`src/source/sram_params.svh`:
```
`ifndef SRAM_PARAMS_SVH
`define SRAM_PARAMS_SVH

// board SRAM geometry, 256K words of 16 bits

// word address width
`define SRAM_ADDR_BITS 18

// data bus width
`define SRAM_DATA_BITS 16

// clocks that write enable stays low per write
// two clocks cover the write pulse width of a 10 ns part at the board clock
`define SRAM_WE_CYCLES 2

`endif

```
`src/source/sram_bus_pkg.sv`:
```
`default_nettype none

`include "sram_params.svh"

package sram_bus_pkg;

  // word address into the external array
  typedef logic [`SRAM_ADDR_BITS-1:0] sram_addr_t;

  // one data word as seen by the client
  typedef logic [`SRAM_DATA_BITS-1:0] sram_data_t;

  // request kind, single bit so the request struct stays 35 bits
  typedef enum logic {
    op_read  = 1'b0,
    op_write = 1'b1
  } sram_op_e;

  // client request, wdata ignored for reads
  typedef struct packed {
    sram_op_e   op;
    sram_addr_t addr;
    sram_data_t wdata;
  } sram_req_t;

  // read result, returned in request order
  typedef struct packed {
    sram_data_t rdata;
  } sram_resp_t;

endpackage

`default_nettype wire

```
`src/source/sram_pin_pkg.sv`:
```
`default_nettype none

package sram_pin_pkg;

  import sram_bus_pkg::*;

  // one cycle of pin activity before pad retiming
  // strobes are active low like the chip pins
  typedef struct packed {
    logic       ce_n;
    logic       we_n;
    logic       oe_n;
    sram_addr_t addr;
    sram_data_t wdata;
    logic       wdata_en;
  } sram_pad_cmd_t;

  // controller states
  typedef enum logic [2:0] {
    st_idle      = 3'd0,
    st_wr_setup  = 3'd1,
    st_wr_strobe = 3'd2,
    st_wr_hold   = 3'd3,
    st_read      = 3'd4
  } sram_ctrl_state_e;

endpackage

`default_nettype wire

```
`src/source/sram_ctrl.sv`:
```
`timescale 1ns/1ns
`default_nettype none

`include "sram_params.svh"

module sram_ctrl
  import sram_bus_pkg::*;
  import sram_pin_pkg::*;
(
  input  logic          clk,
  input  logic          reset,
  input  logic          req_valid,
  input  sram_req_t     req,
  output logic          req_ready,
  output sram_pad_cmd_t cmd
);

  // strobe counter sized to hold 0 .. SRAM_WE_CYCLES
  localparam int unsigned strobe_bits = $clog2(`SRAM_WE_CYCLES + 1);
  localparam logic [strobe_bits-1:0] strobe_last = strobe_bits'(`SRAM_WE_CYCLES - 1);

  sram_ctrl_state_e       state;
  sram_ctrl_state_e       state_next;
  logic [strobe_bits-1:0] strobe_cnt;
  sram_req_t              req_q;
  logic                   accept;
  logic                   accept_rd;

  // ready in idle for anything
  // while reading only another read may follow, a write waits for idle
  // so the bus gets a turnaround cycle
  assign req_ready = (state == st_idle) || ((state == st_read) && (req.op == op_read));

  assign accept    = req_valid && req_ready;
  assign accept_rd = accept && (req.op == op_read);

  always_comb begin
    state_next = state;
    case (state)
      // writes are only accepted from idle, so an accept in st_read is a read
      st_idle, st_read: begin
        if (accept) begin
          state_next = (req.op == op_write) ? st_wr_setup : st_read;
        end else begin
          state_next = st_idle;
        end
      end
      st_wr_setup: begin
        state_next = st_wr_strobe;
      end
      st_wr_strobe: begin
        // leave after the last strobe clock
        if (strobe_cnt == strobe_last) begin
          state_next = st_wr_hold;
        end
      end
      st_wr_hold: begin
        state_next = st_idle;
      end
      default: begin
        state_next = st_idle;
      end
    endcase
  end

  always_ff @(posedge clk) begin
    if (reset) begin
      state      <= st_idle;
      strobe_cnt <= '0;
    end else begin
      state <= state_next;
      // counts strobe clocks, cleared in every other state
      if (state == st_wr_strobe) begin
        strobe_cnt <= strobe_cnt + 1'b1;
      end else begin
        strobe_cnt <= '0;
      end
    end
  end

  // request payload, held for the whole write sequence or read cycle
  always_ff @(posedge clk) begin
    if (accept) begin
      req_q <= req;
    end
  end

  always_comb begin
    // idle command, strobes high and bus released
    cmd.ce_n     = 1'b1;
    cmd.we_n     = 1'b1;
    cmd.oe_n     = 1'b1;
    cmd.addr     = req_q.addr;
    cmd.wdata    = req_q.wdata;
    cmd.wdata_en = 1'b0;
    case (state)
      st_wr_setup: begin
        // address and data settle before the strobe
        cmd.ce_n     = 1'b0;
        cmd.wdata_en = 1'b1;
      end
      st_wr_strobe: begin
        cmd.ce_n     = 1'b0;
        cmd.we_n     = 1'b0;
        cmd.wdata_en = 1'b1;
      end
      st_wr_hold: begin
        // we_n rises at the pin half a cycle later, data still driven
        cmd.ce_n     = 1'b0;
        cmd.wdata_en = 1'b1;
      end
      st_read: begin
        cmd.ce_n = 1'b0;
        cmd.oe_n = 1'b0;
      end
      default: begin
      end
    endcase
    // output enable goes out one cycle ahead of the read address
    // the pad delays oe by an extra half cycle, so the chip is already
    // driving when the falling edge samples the data
    if (accept_rd) begin
      cmd.oe_n = 1'b0;
    end
  end

  // never drive the bus while the chip may be driving it
  a_no_drive_during_oe: assert property (@(posedge clk) disable iff (reset)
    !(cmd.wdata_en && !cmd.oe_n));

  // bus turnaround, one cycle without drive after output enable
  a_turnaround: assert property (@(posedge clk) disable iff (reset)
    !cmd.oe_n |=> !cmd.wdata_en);

  // each write pulse lasts exactly SRAM_WE_CYCLES clocks
  a_strobe_len: assert property (@(posedge clk) disable iff (reset)
    $fell(cmd.we_n) |-> (!cmd.we_n) [*`SRAM_WE_CYCLES] ##1 cmd.we_n);

endmodule

`default_nettype wire

```
`src/source/sram_io.sv`:
```
`timescale 1ns/1ns
`default_nettype none

module sram_io
  import sram_bus_pkg::*;
  import sram_pin_pkg::*;
(
  input  logic          clk,
  input  logic          reset,
  input  sram_pad_cmd_t cmd,
  input  sram_data_t    io_data_in,
  output sram_data_t    rdata,
  output logic          rdata_valid,
  output logic          io_ce_n,
  output logic          io_we_n,
  output logic          io_oe_n,
  output sram_addr_t    io_addr,
  output sram_data_t    io_data_out,
  output logic          io_data_oe
);

  // rising edge output registers
  logic       ce_n_q;
  logic       we_n_q;
  logic       oe_n_q;
  logic       data_oe_q;
  sram_addr_t addr_q;
  sram_data_t wdata_q;

  // falling edge retimed strobes
  logic       we_n_f;
  logic       oe_n_f;

  // read capture
  sram_data_t rdata_f;
  logic       rd_act;

  always_ff @(posedge clk) begin
    if (reset) begin
      ce_n_q    <= 1'b1;
      we_n_q    <= 1'b1;
      oe_n_q    <= 1'b1;
      data_oe_q <= 1'b0;
    end else begin
      ce_n_q    <= cmd.ce_n;
      we_n_q    <= cmd.we_n;
      oe_n_q    <= cmd.oe_n;
      data_oe_q <= cmd.wdata_en;
    end
  end

  always_ff @(posedge clk) begin
    addr_q  <= cmd.addr;
    wdata_q <= cmd.wdata;
  end

  // half cycle later, keeps the write pulse inside the address window
  always_ff @(negedge clk) begin
    if (reset) begin
      we_n_f <= 1'b1;
      oe_n_f <= 1'b1;
    end else begin
      we_n_f <= we_n_q;
      oe_n_f <= oe_n_q;
    end
  end

  // a read cycle is under way at the pins
  assign rd_act = !ce_n_q && !oe_n_q;

  // sample in the middle of the address window
  always_ff @(negedge clk) begin
    if (rd_act) begin
      rdata_f <= io_data_in;
    end
  end

  // move the sample back into the rising edge domain
  always_ff @(posedge clk) begin
    if (reset) begin
      rdata_valid <= 1'b0;
    end else begin
      rdata_valid <= rd_act;
    end
  end

  always_ff @(posedge clk) begin
    if (rd_act) begin
      rdata <= rdata_f;
    end
  end

  assign io_ce_n     = ce_n_q;
  assign io_we_n     = we_n_f;
  assign io_oe_n     = oe_n_f;
  assign io_addr     = addr_q;
  assign io_data_out = wdata_q;
  assign io_data_oe  = data_oe_q;

  // pins move on both edges, so check contention on both
  a_no_contention_rise: assert property (@(posedge clk) disable iff (reset)
    !(io_data_oe && !io_oe_n));

  a_no_contention_fall: assert property (@(negedge clk) disable iff (reset)
    !(io_data_oe && !io_oe_n));

endmodule

`default_nettype wire

```
`src/source/sram_top.sv`:
```
`timescale 1ns/1ns
`default_nettype none

module sram_top
  import sram_bus_pkg::*;
  import sram_pin_pkg::*;
(
  input  logic       clk,
  input  logic       reset,
  input  logic       req_valid,
  input  sram_req_t  req,
  output logic       req_ready,
  output logic       resp_valid,
  output sram_resp_t resp,
  output logic       io_ce_n,
  output logic       io_we_n,
  output logic       io_oe_n,
  output sram_addr_t io_addr,
  output sram_data_t io_data_out,
  output logic       io_data_oe,
  input  sram_data_t io_data_in
);

  // pin command from the FSM to the pad stage
  sram_pad_cmd_t cmd;

  // read return path
  sram_data_t    rdata;
  logic          rdata_valid;

  sram_ctrl sram_ctrl_i (
    .clk      (clk),
    .reset    (reset),
    .req_valid(req_valid),
    .req      (req),
    .req_ready(req_ready),
    .cmd      (cmd)
  );

  sram_io sram_io_i (
    .clk        (clk),
    .reset      (reset),
    .cmd        (cmd),
    .io_data_in (io_data_in),
    .rdata      (rdata),
    .rdata_valid(rdata_valid),
    .io_ce_n    (io_ce_n),
    .io_we_n    (io_we_n),
    .io_oe_n    (io_oe_n),
    .io_addr    (io_addr),
    .io_data_out(io_data_out),
    .io_data_oe (io_data_oe)
  );

  // responses have no back-pressure, the client always accepts
  assign resp_valid = rdata_valid;
  assign resp.rdata = rdata;

endmodule

`default_nettype wire

```
`config.mk`:
```
export PLATFORM = sky130hd
export DESIGN_NAME = sram_top
export DESIGN_NICKNAME = d
export VERILOG_FILES = /design/src/source/sram_bus_pkg.sv /design/src/source/sram_pin_pkg.sv /design/src/source/sram_ctrl.sv /design/src/source/sram_io.sv /design/src/source/sram_top.sv
export VERILOG_INCLUDE_DIRS = /design/src /design/src/source
export SDC_FILE = /design/constraint.sdc
export NUM_CORES = 1
export LEC_CHECK = 0
export BUFFER_PORTS_ARGS = -buffer_cell sky130_fd_sc_hd__clkbuf_2
export CAP_MARGIN = 20
export CORE_ASPECT_RATIO = 0.7
export CORE_MARGIN = 10
export CORE_UTILIZATION = 30
export CTS_BUF_LIST = sky130_fd_sc_hd__clkbuf_2
export DETAILED_ROUTE_END_ITERATION = 6
export GPL_TIMING_DRIVEN = 0
export HOLD_SLACK_MARGIN = 0.05
export SLEW_MARGIN = 20
export SYNTH_ARGS = -nofsm -noshare
export SYNTH_HDL_FRONTEND = slang
export SYNTH_SLANG_ARGS = --single-unit
```
`constraint.sdc`:
```
create_clock -name clk -period 1.9 [get_ports clk]
set_input_delay 0.285 -clock clk [delete_from_list [all_inputs] [get_ports clk]]
set_output_delay 0.285 -clock clk [all_outputs]
set_load 0.005 [all_outputs]
```
==> results of run 1 <==
-- cell families (layout without fill, tap and decap cells) --
family,after synthesis,in the layout,share of synthesized area (%)
adders and majority gates,1,1,0.4048
AOI/OAI and AO/OA,4,4,0.8504
other,0,1,0
and+or+nand+nor,18,19,3.563
DFF,112,112,93.93
xor gates and xnor gates,1,1,0.2835
buffers and inverters,4,187,0.9717
-- layer usage --
metal | global-route usage, % | vias up | share of wire, %
li1 | - | 866 | -
met1 | 9.395 | 851 | 40
met2 | 14.92 | 65 | 51
met3 | 4.975 | 7 | 8.6
met4 | 3.529 | 0 | 1.1
met5 | 0 | - | 0
-- state kept, by name, summed over array words and instances, names as in the netlist, 2 cells and up --
name                    flops
sram_io_i.rdata            16
sram_ctrl_i.strobe_cnt      2
sram_ctrl_i.cmd            34
sram_io_i.io_addr          18
sram_ctrl_i.state           3
sram_io_i.rdata_f          16
sram_io_i.io_data_out      16
-- area by class of cell --
class                      instances  share of cell area (%)
antenna                            1                 0.05675
multi-input combinational         25                   4.030
clock buffer                      10                   1.135
inverter                           1                 0.08513
tap                              128                   3.632
clock inverter                    24                   2.554
buffer                             2                  0.5108
sequential                       112                   65.98
timing repair buffer             150                   22.02
-- where the power goes --
group | total (mW) | internal [mW] | switching [mW]
Sequential | 2.74 | 2.70 | 0.0342
Combinational | 0.263 | 0.150 | 0.113
Clock | 1.08 | 0.236 | 0.847
Total | 4.08 | 3.09 | 0.994
-- synth_stat cells --
library cell / count / area, um2
a2111oi_0: 1 / 8.760
a211oi_1: 1 / 7.510
and2_1: 2 / 12.51
buf_6: 2 / 22.52
dfxtp_1: 46 / 920.9
edfxtp_1: 66 / 1982
ha_1: 1 / 12.51
inv_1: 2 / 7.510
nand2_1: 1 / 3.750
nand3b_1: 1 / 7.510
nor2_1: 2 / 7.510
nor2_2: 2 / 12.51
nor2b_1: 1 / 6.260
nor3_1: 5 / 25.02
o21ai_0: 2 / 10.01
or2_2: 2 / 12.51
or3b_2: 1 / 8.760
or4b_4: 1 / 13.76
xnor2_1: 1 / 8.760
-- through the flow --
step | TNS [ps] | std cells | setup slack (ps) | utilization [%]
after CTS | -1655 | 452 | -354.6 | 44.51
after floorplan | -4328 | 140 | -270.5 | -
after global routing | -1876 | 453 | -441.2 | 44.66
final | -1418 | 453 | -303.1 | 44.66
after global placement | -6865 | 377 | -430.4 | 38.57
after detailed placement | -7410 | 377 | -465.7 | 38.57
-- final timing paths --
check        cells after the start  slack [ps]                   end                 from
max reg2reg                      2         -70  sram_io_i.rdata_f[4]    sram_io_i.io_ce_n
min reg2reg                      0         370  sram_io_i.io_addr[5]  sram_ctrl_i.cmd[22]
max                              1        -300               io_oe_n    sram_io_i.io_oe_n
min                              0         370  sram_io_i.io_addr[5]  sram_ctrl_i.cmd[22]
-- timing repair --
| item | in CTS | in global routing |
|---|---|---|
| resized for setup | 2 | 4 |
| cloned | 1 | 0 |
| pin swaps | 1 | 0 |
| hold buffers | 38 | 0 |
| buffers inserted | 3 | 0 |
| setup endpoints to repair | 18 | 40 |
| endpoints found under the hold margin | 44 | 0 |
==> impl_metrics.csv, run 1 <==
group,metric,value,unit
worst_setup_path,critPathArrivalTime,1920,ps
routing,drt_iter0_drc,45,
placed_design,portBuffers,109,
floorplan,design.core.area,9872,um2
routing,viasPerCell,3.949,
floorplan,io_pins,110,
status,outcome,"complete, but fails checks",
grt,grt_max_degree,35,
floorplan,rows,30,
floorplan,initial_utilization,31.31,%
min_path,min_path_type,"flop to flop",
clocking,clk_pin_slew,280,ps
placed_design,hpwl,4462,um
placed_design,gp_congestion,0.6774,
placed_design,placed_area,3807,um2
cells_and_area,nFillCells,907,
clocking,cts_tree,"yes",
sta,finalSetupViolCount,18,
synthesis,syn-num-nets,195,
worst_setup_path,crit_path_cell_trace,"buf_6",
cells_and_area,layout_common_cells,"clkbuf_2 (117), edfxtp_1 (66), dfxtp_1 (43)",
sta,grt_setup_unrepaired,"true",
worst_setup_path,critical_path.max_fanout,1,
cells_and_area,seq_area,2909,um2
sta,hold_viol_final,0,
grt,grt_antenna_before_repair,1,
pwr,power_density,926.3,nW/um2
clocking,insertion_delay,590,ps
synthesis,synth-seq-cells,112,
routing,route.vias.total,1789,
pwr,p_leak,1.836,nW
cells_and_area,final_common_cell,"clkbuf_2",
synthesis,syn_area_per_cell,22.07,um2
worst_setup_path,slowest_stage,"dfxtp_2",
worst_setup_path,worstPathRequired,1620,ps
cells_and_area,multi_input_area,177.7,um2
pwr,finalPower,4.084,mW
sta,holdWs,365.9,ps
synthesis,ys.warnings.count,0,
sta,worstMarginPinSlew,827.1,ps
cells_and_area,syn_to_final_growth,42.67,%
clocking,clockRootBuffer,"clkbuf_2",
synthesis,synth_cell_type_count,19,
worst_setup_path,cp_num_buf_inv,1,
status,violations,"setup timing",
worst_setup_path,crit_family,"flip-flops",
synthesis,syn_area,3090,um2
worst_setup_path,slowest_delay,320,ps
clocking,numCtsBuffers,9,
sta,slew_violations,0,
worst_setup_path,end_kind,"output port",
sta,skew,46.51,ps
floorplan,dieArea,14830,um2
synthesis,ys_seq_area_share,93.93,%
pwr,ir_worst_vdd,458.1,uV
routing,antenna_left,0,
grt,grt_pass1_wl,10410,um
cells_and_area,final_area,4409,um2
routing,wl,6523,um
clocking,cts_buffer_depth,2,
clocking,numClockSinks,112,
worst_setup_path,critPathLaunchType,"flop",
floorplan,die_x,141.3,um
cells_and_area,drive_gt1_share,43.83,%
routing,drc,0,
clocking,htreeDepth,3,
floorplan,die_h,104.9,um
routing,avgRoutedWirePerCell,14.40,um
cells_and_area,nets,374,
synthesis,postSynthCellCount,140,
sta,fin_ws,-303.1,ps
grt,gr-total-overflow,0,
sta,max-slew-margin-rel,44.80,%
routing,firstDrtPassIters,4,
job,drv_cap,0,
worst_setup_path,setup.worst_path.class,"flop to output port",
grt,grt_pass1_vias,1995,
grt,grt_use_total,9.027,%
Power figures use the tool's default switching activity.
==> run 2: changes to the inputs <==
SETUP_SLACK_MARGIN = 0.2   (was unset)
TNS_END_PERCENT = 20   (was unset)
==> impl_metrics.csv, run 2 (synthesis gave the netlist of run 1 again) <==
group,metric,value,unit
clocking,cts_buffer_depth,2,
floorplan,design.core.area,9872,um2
min_path,min_delay_path_depth,0,
worst_setup_path,reg2reg_to,"sram_io_i.rdata_f[13]",
worst_setup_path,cp_num_buf_inv,1,
min_path,min_to,"sram_io_i.io_data_out[9]",
cells_and_area,drive_gt1_share,44.58,%
worst_setup_path,worstPathRequired,1620,ps
routing,avgRoutedWirePerCell,14.24,um
worst_setup_path,reg2regPathDepth,2,
clocking,clk_pin_slew,270,ps
clocking,htreeDepth,3,
routing,antenna_left,0,
worst_setup_path,critical_path.max_fanout,1,
cells_and_area,final_area,4427,um2
worst_setup_path,slowest_stage,"dfxtp_1",
sta,max-slew-margin-rel,47.55,%
cells_and_area,largest_reg_flops,34,
worst_setup_path,r2r_slack,-50,ps
floorplan,die_h,104.9,um
cells_and_area,layout_common_cells,"clkbuf_2 (117), edfxtp_1 (66), dfxtp_1 (42)",
sta,hold_viol_final,0,
routing,drt_iter0_drc,61,
job,drv_cap,0,
grt,grt_pass1_vias,1921,
pwr,power_density,944.3,nW/um2
cells_and_area,syn_to_final_growth,43.24,%
grt,grt_use_total,8.677,%
sta,slew_violations,0,
grt,grt_antenna_before_repair,0,
worst_setup_path,crit_path_cell_trace,"buf_2",
floorplan,rows,30,
grt,grt_pass1_wl,9984,um
grt,grt_max_degree,33,
floorplan,io_pins,110,
status,outcome,"complete, but fails checks",
worst_setup_path,end_kind,"output port",
sta,fin_setup_tns,-1176,ps
pwr,ir_worst_vdd,397.5,uV
sta,fin_ws,-278.8,ps
routing,route.vias.total,1766,
min_path,min_from,"sram_ctrl_i.cmd[10]",
sta,grt_setup_unrepaired,"true",
clocking,numCtsBuffers,9,
sta,skew,26.76,ps
min_path,min_path_type,"flop to flop",
worst_setup_path,crit_family,"flip-flops",
worst_setup_path,rr_startpoint,"sram_io_i.io_ce_n",
worst_setup_path,critPathLaunchType,"flop",
placed_design,portBuffers,109,
grt,gr-total-overflow,0,
clocking,clockRootBuffer,"clkbuf_2",
pwr,p_leak,1.848,nW
clocking,insertion_delay,560,ps
placed_design,hpwl,4499,um
routing,wl,6421,um
worst_setup_path,setup.worst_path.class,"flop to output port",
cells_and_area,final_common_cell,"clkbuf_2",
status,violations,"setup timing",
sta,worstMarginPinSlew,785.9,ps
cells_and_area,nets,373,
sta,finalSetupViolCount,18,
cells_and_area,antenna_cells,0,
floorplan,dieArea,14830,um2
clocking,cts_tree,"yes",
floorplan,initial_utilization,31.31,%
routing,viasPerCell,3.916,
worst_setup_path,slowest_delay,290,ps
worst_setup_path,critPathArrivalTime,1890,ps
clocking,numClockSinks,112,
sta,holdWs,366.7,ps
placed_design,placed_area,3827,um2
floorplan,die_x,141.3,um
routing,firstDrtPassIters,4,
routing,drc,0,
placed_design,gp_congestion,0.6708,
==> run 2: through the flow <==
stage | util (%) | total power [mW] | setup WS [ps] | cells
finish | 44.84 | 4.180 | -278.8 | 451
global route | 44.84 | 4.428 | -391.8 | 451
CTS | 44.78 | 4.274 | -373.6 | 451
detailed placement | 38.77 | 3.058 | -464.0 | 378
global placement | 38.56 | 3.040 | -434.0 | 377
floorplan | - | 2.900 | -270.5 | 140
==> run 2: layer usage <==
metal  global-route usage [%]  share of wire, %  up-vias
li1                         -                 -      864
met4                    3.309               1.5        0
met2                    13.96                49       64
met3                    5.020               9.0        9
met5                        0                 0        -
met1                    9.231                40      829
==> run 2: how the worst max path moves through the flow <==
stage	from	to	slack [ps]	depth (start not counted)
after global routing	sram_io_i.io_oe_n	io_oe_n	-390	1
after CTS	sram_io_i.io_oe_n	io_oe_n	-370	1
after global placement	sram_ctrl_i.state[0]	sram_ctrl_i.cmd[20]	-430	3
after floorplan	sram_io_i.oe_n_q	sram_io_i.rdata_f[0]	-270	1
final	sram_io_i.io_oe_n	io_oe_n	-280	1
after detailed placement	sram_io_i.oe_n_q	sram_io_i.rdata_f[10]	-460	1
==> run 2: report_power, final <==
| part | switching (mW) | internal (mW) |
|---|---|---|
| Clock | 0.801 | 0.371 |
| Combinational | 0.113 | 0.155 |
| Sequential | 0.0379 | 2.70 |
| Total | 0.951 | 3.23 |
==> run 2: repair_timing <==
action,CTS,global route
setup endpoints to repair,20,21
setup buffers,1,0
resized for setup,3,5
pin swaps,2,2
hold buffers,38,0
endpoints found under the hold margin,44,0
cloned,1,0
==> run 2: final cells by class <==
cell class	count	area [um2]
Timing Repair Buffer	149	965.9
Clock buffer	11	55.05
Fill cell	911	5445
Inverter	1	3.754
Buffer	2	22.52
Clock inverter	23	127.6
Sequential cell	112	2908
Multi-Input combinational cell	25	183.9
Tap cell	128	160.2
==> run 3: changes to the inputs <==
--- a/config.mk
+++ b/config.mk
@@ -10,3 +10,2 @@
 export CAP_MARGIN = 20
-export CORE_ASPECT_RATIO = 0.7
 export CORE_MARGIN = 10
--- a/constraint.sdc
+++ b/constraint.sdc
@@ -3,2 +3,2 @@
 set_output_delay 0.285 -clock clk [all_outputs]
-set_load 0.005 [all_outputs]
+set_load 0.05 [all_outputs]
==> impl_metrics.csv, run 3 (synthesis gave the netlist of run 1 again) <==
group,metric,value,unit
clocking,insertion_delay,560,ps
routing,firstDrtPassIters,4,
sta,grt_setup_unrepaired,"true",
pwr,p_leak,1.871,nW
worst_setup_path,slowest_delay,330,ps
grt,gr-total-overflow,0,
floorplan,die_h,121.5,um
routing,drc,0,
cells_and_area,nFillCells,895,
worst_setup_path,crit_family,"flip-flops",
grt,grt_pass1_wl,9991,um
placed_design,portBuffers,109,
floorplan,rows,36,
placed_design,hpwl,4415,um
min_path,min_path_type,"flop to flop",
floorplan,die_x,121.5,um
routing,wl,6319,um
cells_and_area,postLayoutCoreUtil,45.27,%
grt,grt_antenna_before_repair,2,
cells_and_area,final_common_cell,"clkbuf_2",
grt,grt_pass1_vias,1933,
routing,viasPerCell,3.817,
routing,avgRoutedWirePerCell,13.80,um
status,violations,"setup timing",
worst_setup_path,critPathLaunchType,"flop",
cells_and_area,fin_cells,458,
cells_and_area,drive_gt1_share,45.51,%
grt,grt_use_total,8.732,%
sta,max-slew-margin-rel,50.74,%
sta,holdWs,352.4,ps
worst_setup_path,critical_path.max_fanout,1,
worst_setup_path,critPathArrivalTime,1990,ps
clocking,clockRootBuffer,"clkbuf_2",
pwr,switchingPower,1.227,mW
sta,slew_violations,0,
pwr,seqPwrFrac,63.0,%
clocking,numClockSinks,112,
cells_and_area,nets,373,
floorplan,design.core.area,9910,um2
pwr,pwr-share-clk,25.8,%
sta,hold_viol_final,0,
pwr,ir_worst_vdd,374.5,uV
worst_setup_path,setup.worst_path.class,"flop to output port",
sta,skew,33.58,ps
clocking,htreeDepth,3,
worst_setup_path,slowest_stage,"dfxtp_2",
clocking,cts_buffer_depth,2,
placed_design,place_inst,382,
sta,finalSetupViolCount,18,
clocking,cts_tree,"yes",
worst_setup_path,cp_num_buf_inv,1,
clocking,clk_pin_slew,320,ps
worst_setup_path,crit_path_cell_trace,"clkbuf_16",
pwr,finalPower,4.350,mW
pwr,power_density,969.9,nW/um2
worst_setup_path,worstPathRequired,1620,ps
floorplan,initial_utilization,31.19,%
cells_and_area,syn_to_final_growth,45.14,%
routing,antenna_left,0,
clocking,numCtsBuffers,9,
status,outcome,"complete, but fails checks",
job,drv_cap,0,
pwr,internal-power,3.124,mW
pwr,sw_frac_of_total,28.20,%
worst_setup_path,end_kind,"output port",
pwr,combPwrFrac,11.2,%
cells_and_area,layout_common_cells,"clkbuf_2 (115), edfxtp_1 (66), dfxtp_1 (39)",
grt,grt_max_degree,35,
sta,fin_ws,-370.2,ps
cells_and_area,largest_reg_flops,34,
floorplan,dieArea,14760,um2
routing,route.vias.total,1748,
placed_design,gp_congestion,0.6816,
placed_design,place_ws,-454.2,ps
sta,worstMarginPinSlew,738.1,ps
routing,drt_iter0_drc,83,
floorplan,io_pins,110,
-- run 3: layout make-up --
type                    instances  area (um2)  area share, %
multi-input cells              25       192.7          4.296
inverters                       1       3.754        0.08368
repair buffers                149        1006          22.43
flip-flops and latches        112        2914          64.97
diodes                          2       5.005         0.1116
plain buffers                   2       22.52         0.5021
clock buffers                  10       50.05          1.116
clock inverters                24       125.1          2.789
well taps                     133       166.4          3.710
-- run 3: metrics by stage --
step	TNS, ps	instance area (um2)
2_1_floorplan	-15320	3108
3_3_place_gp	-6856	3820
3_5_place_dp	-7248	3820
4_1_cts	-1391	4472
5_1_grt	-1625	4486
6_report	-1249	4486
-- run 3: path summary, 6_finish.rpt --
kind                  startpoint                  endpoint  slack [ps]  depth (start not counted)
min reg2reg  sram_ctrl_i.cmd[10]  sram_io_i.io_data_out[9]         350                          0
min          sram_ctrl_i.cmd[10]  sram_io_i.io_data_out[9]         350                          0
max            sram_io_i.io_oe_n                   io_oe_n        -370                          1
max reg2reg     sram_io_i.oe_n_q     sram_io_i.rdata_f[12]         -40                          2
-- run 3: metal layers --
metal	global-route usage, %	wire [um]	vias up
met5	0	0	-
met4	4.918	110	0
met3	3.443	543	9
met2	13.97	3161	60
met1	9.735	2504	813
li1	-	-	866
-- run 3: power groups by stage --
| stage | clock (mW) | combinational (mW) | sequential [mW] |
|---|---|---|---|
| CTS | 1.20 | 0.492 | 2.74 |
| finish | 1.12 | 0.487 | 2.74 |
| floorplan | 0.0603 | 0.0578 | 2.99 |
| detailed placement | 0.0603 | 0.408 | 2.79 |
| global route | 1.33 | 0.517 | 2.76 |
| global placement | 0.0603 | 0.403 | 2.79 |
-- run 3: what timing repair did --
item,4_1_cts,5_1_grt
gates cloned,1,0
setup endpoints to repair,55,22
gates resized for setup,16,4
hold endpoints to repair,44,0
pin swaps,2,0
hold buffers,38,0
buffers inserted,2,0
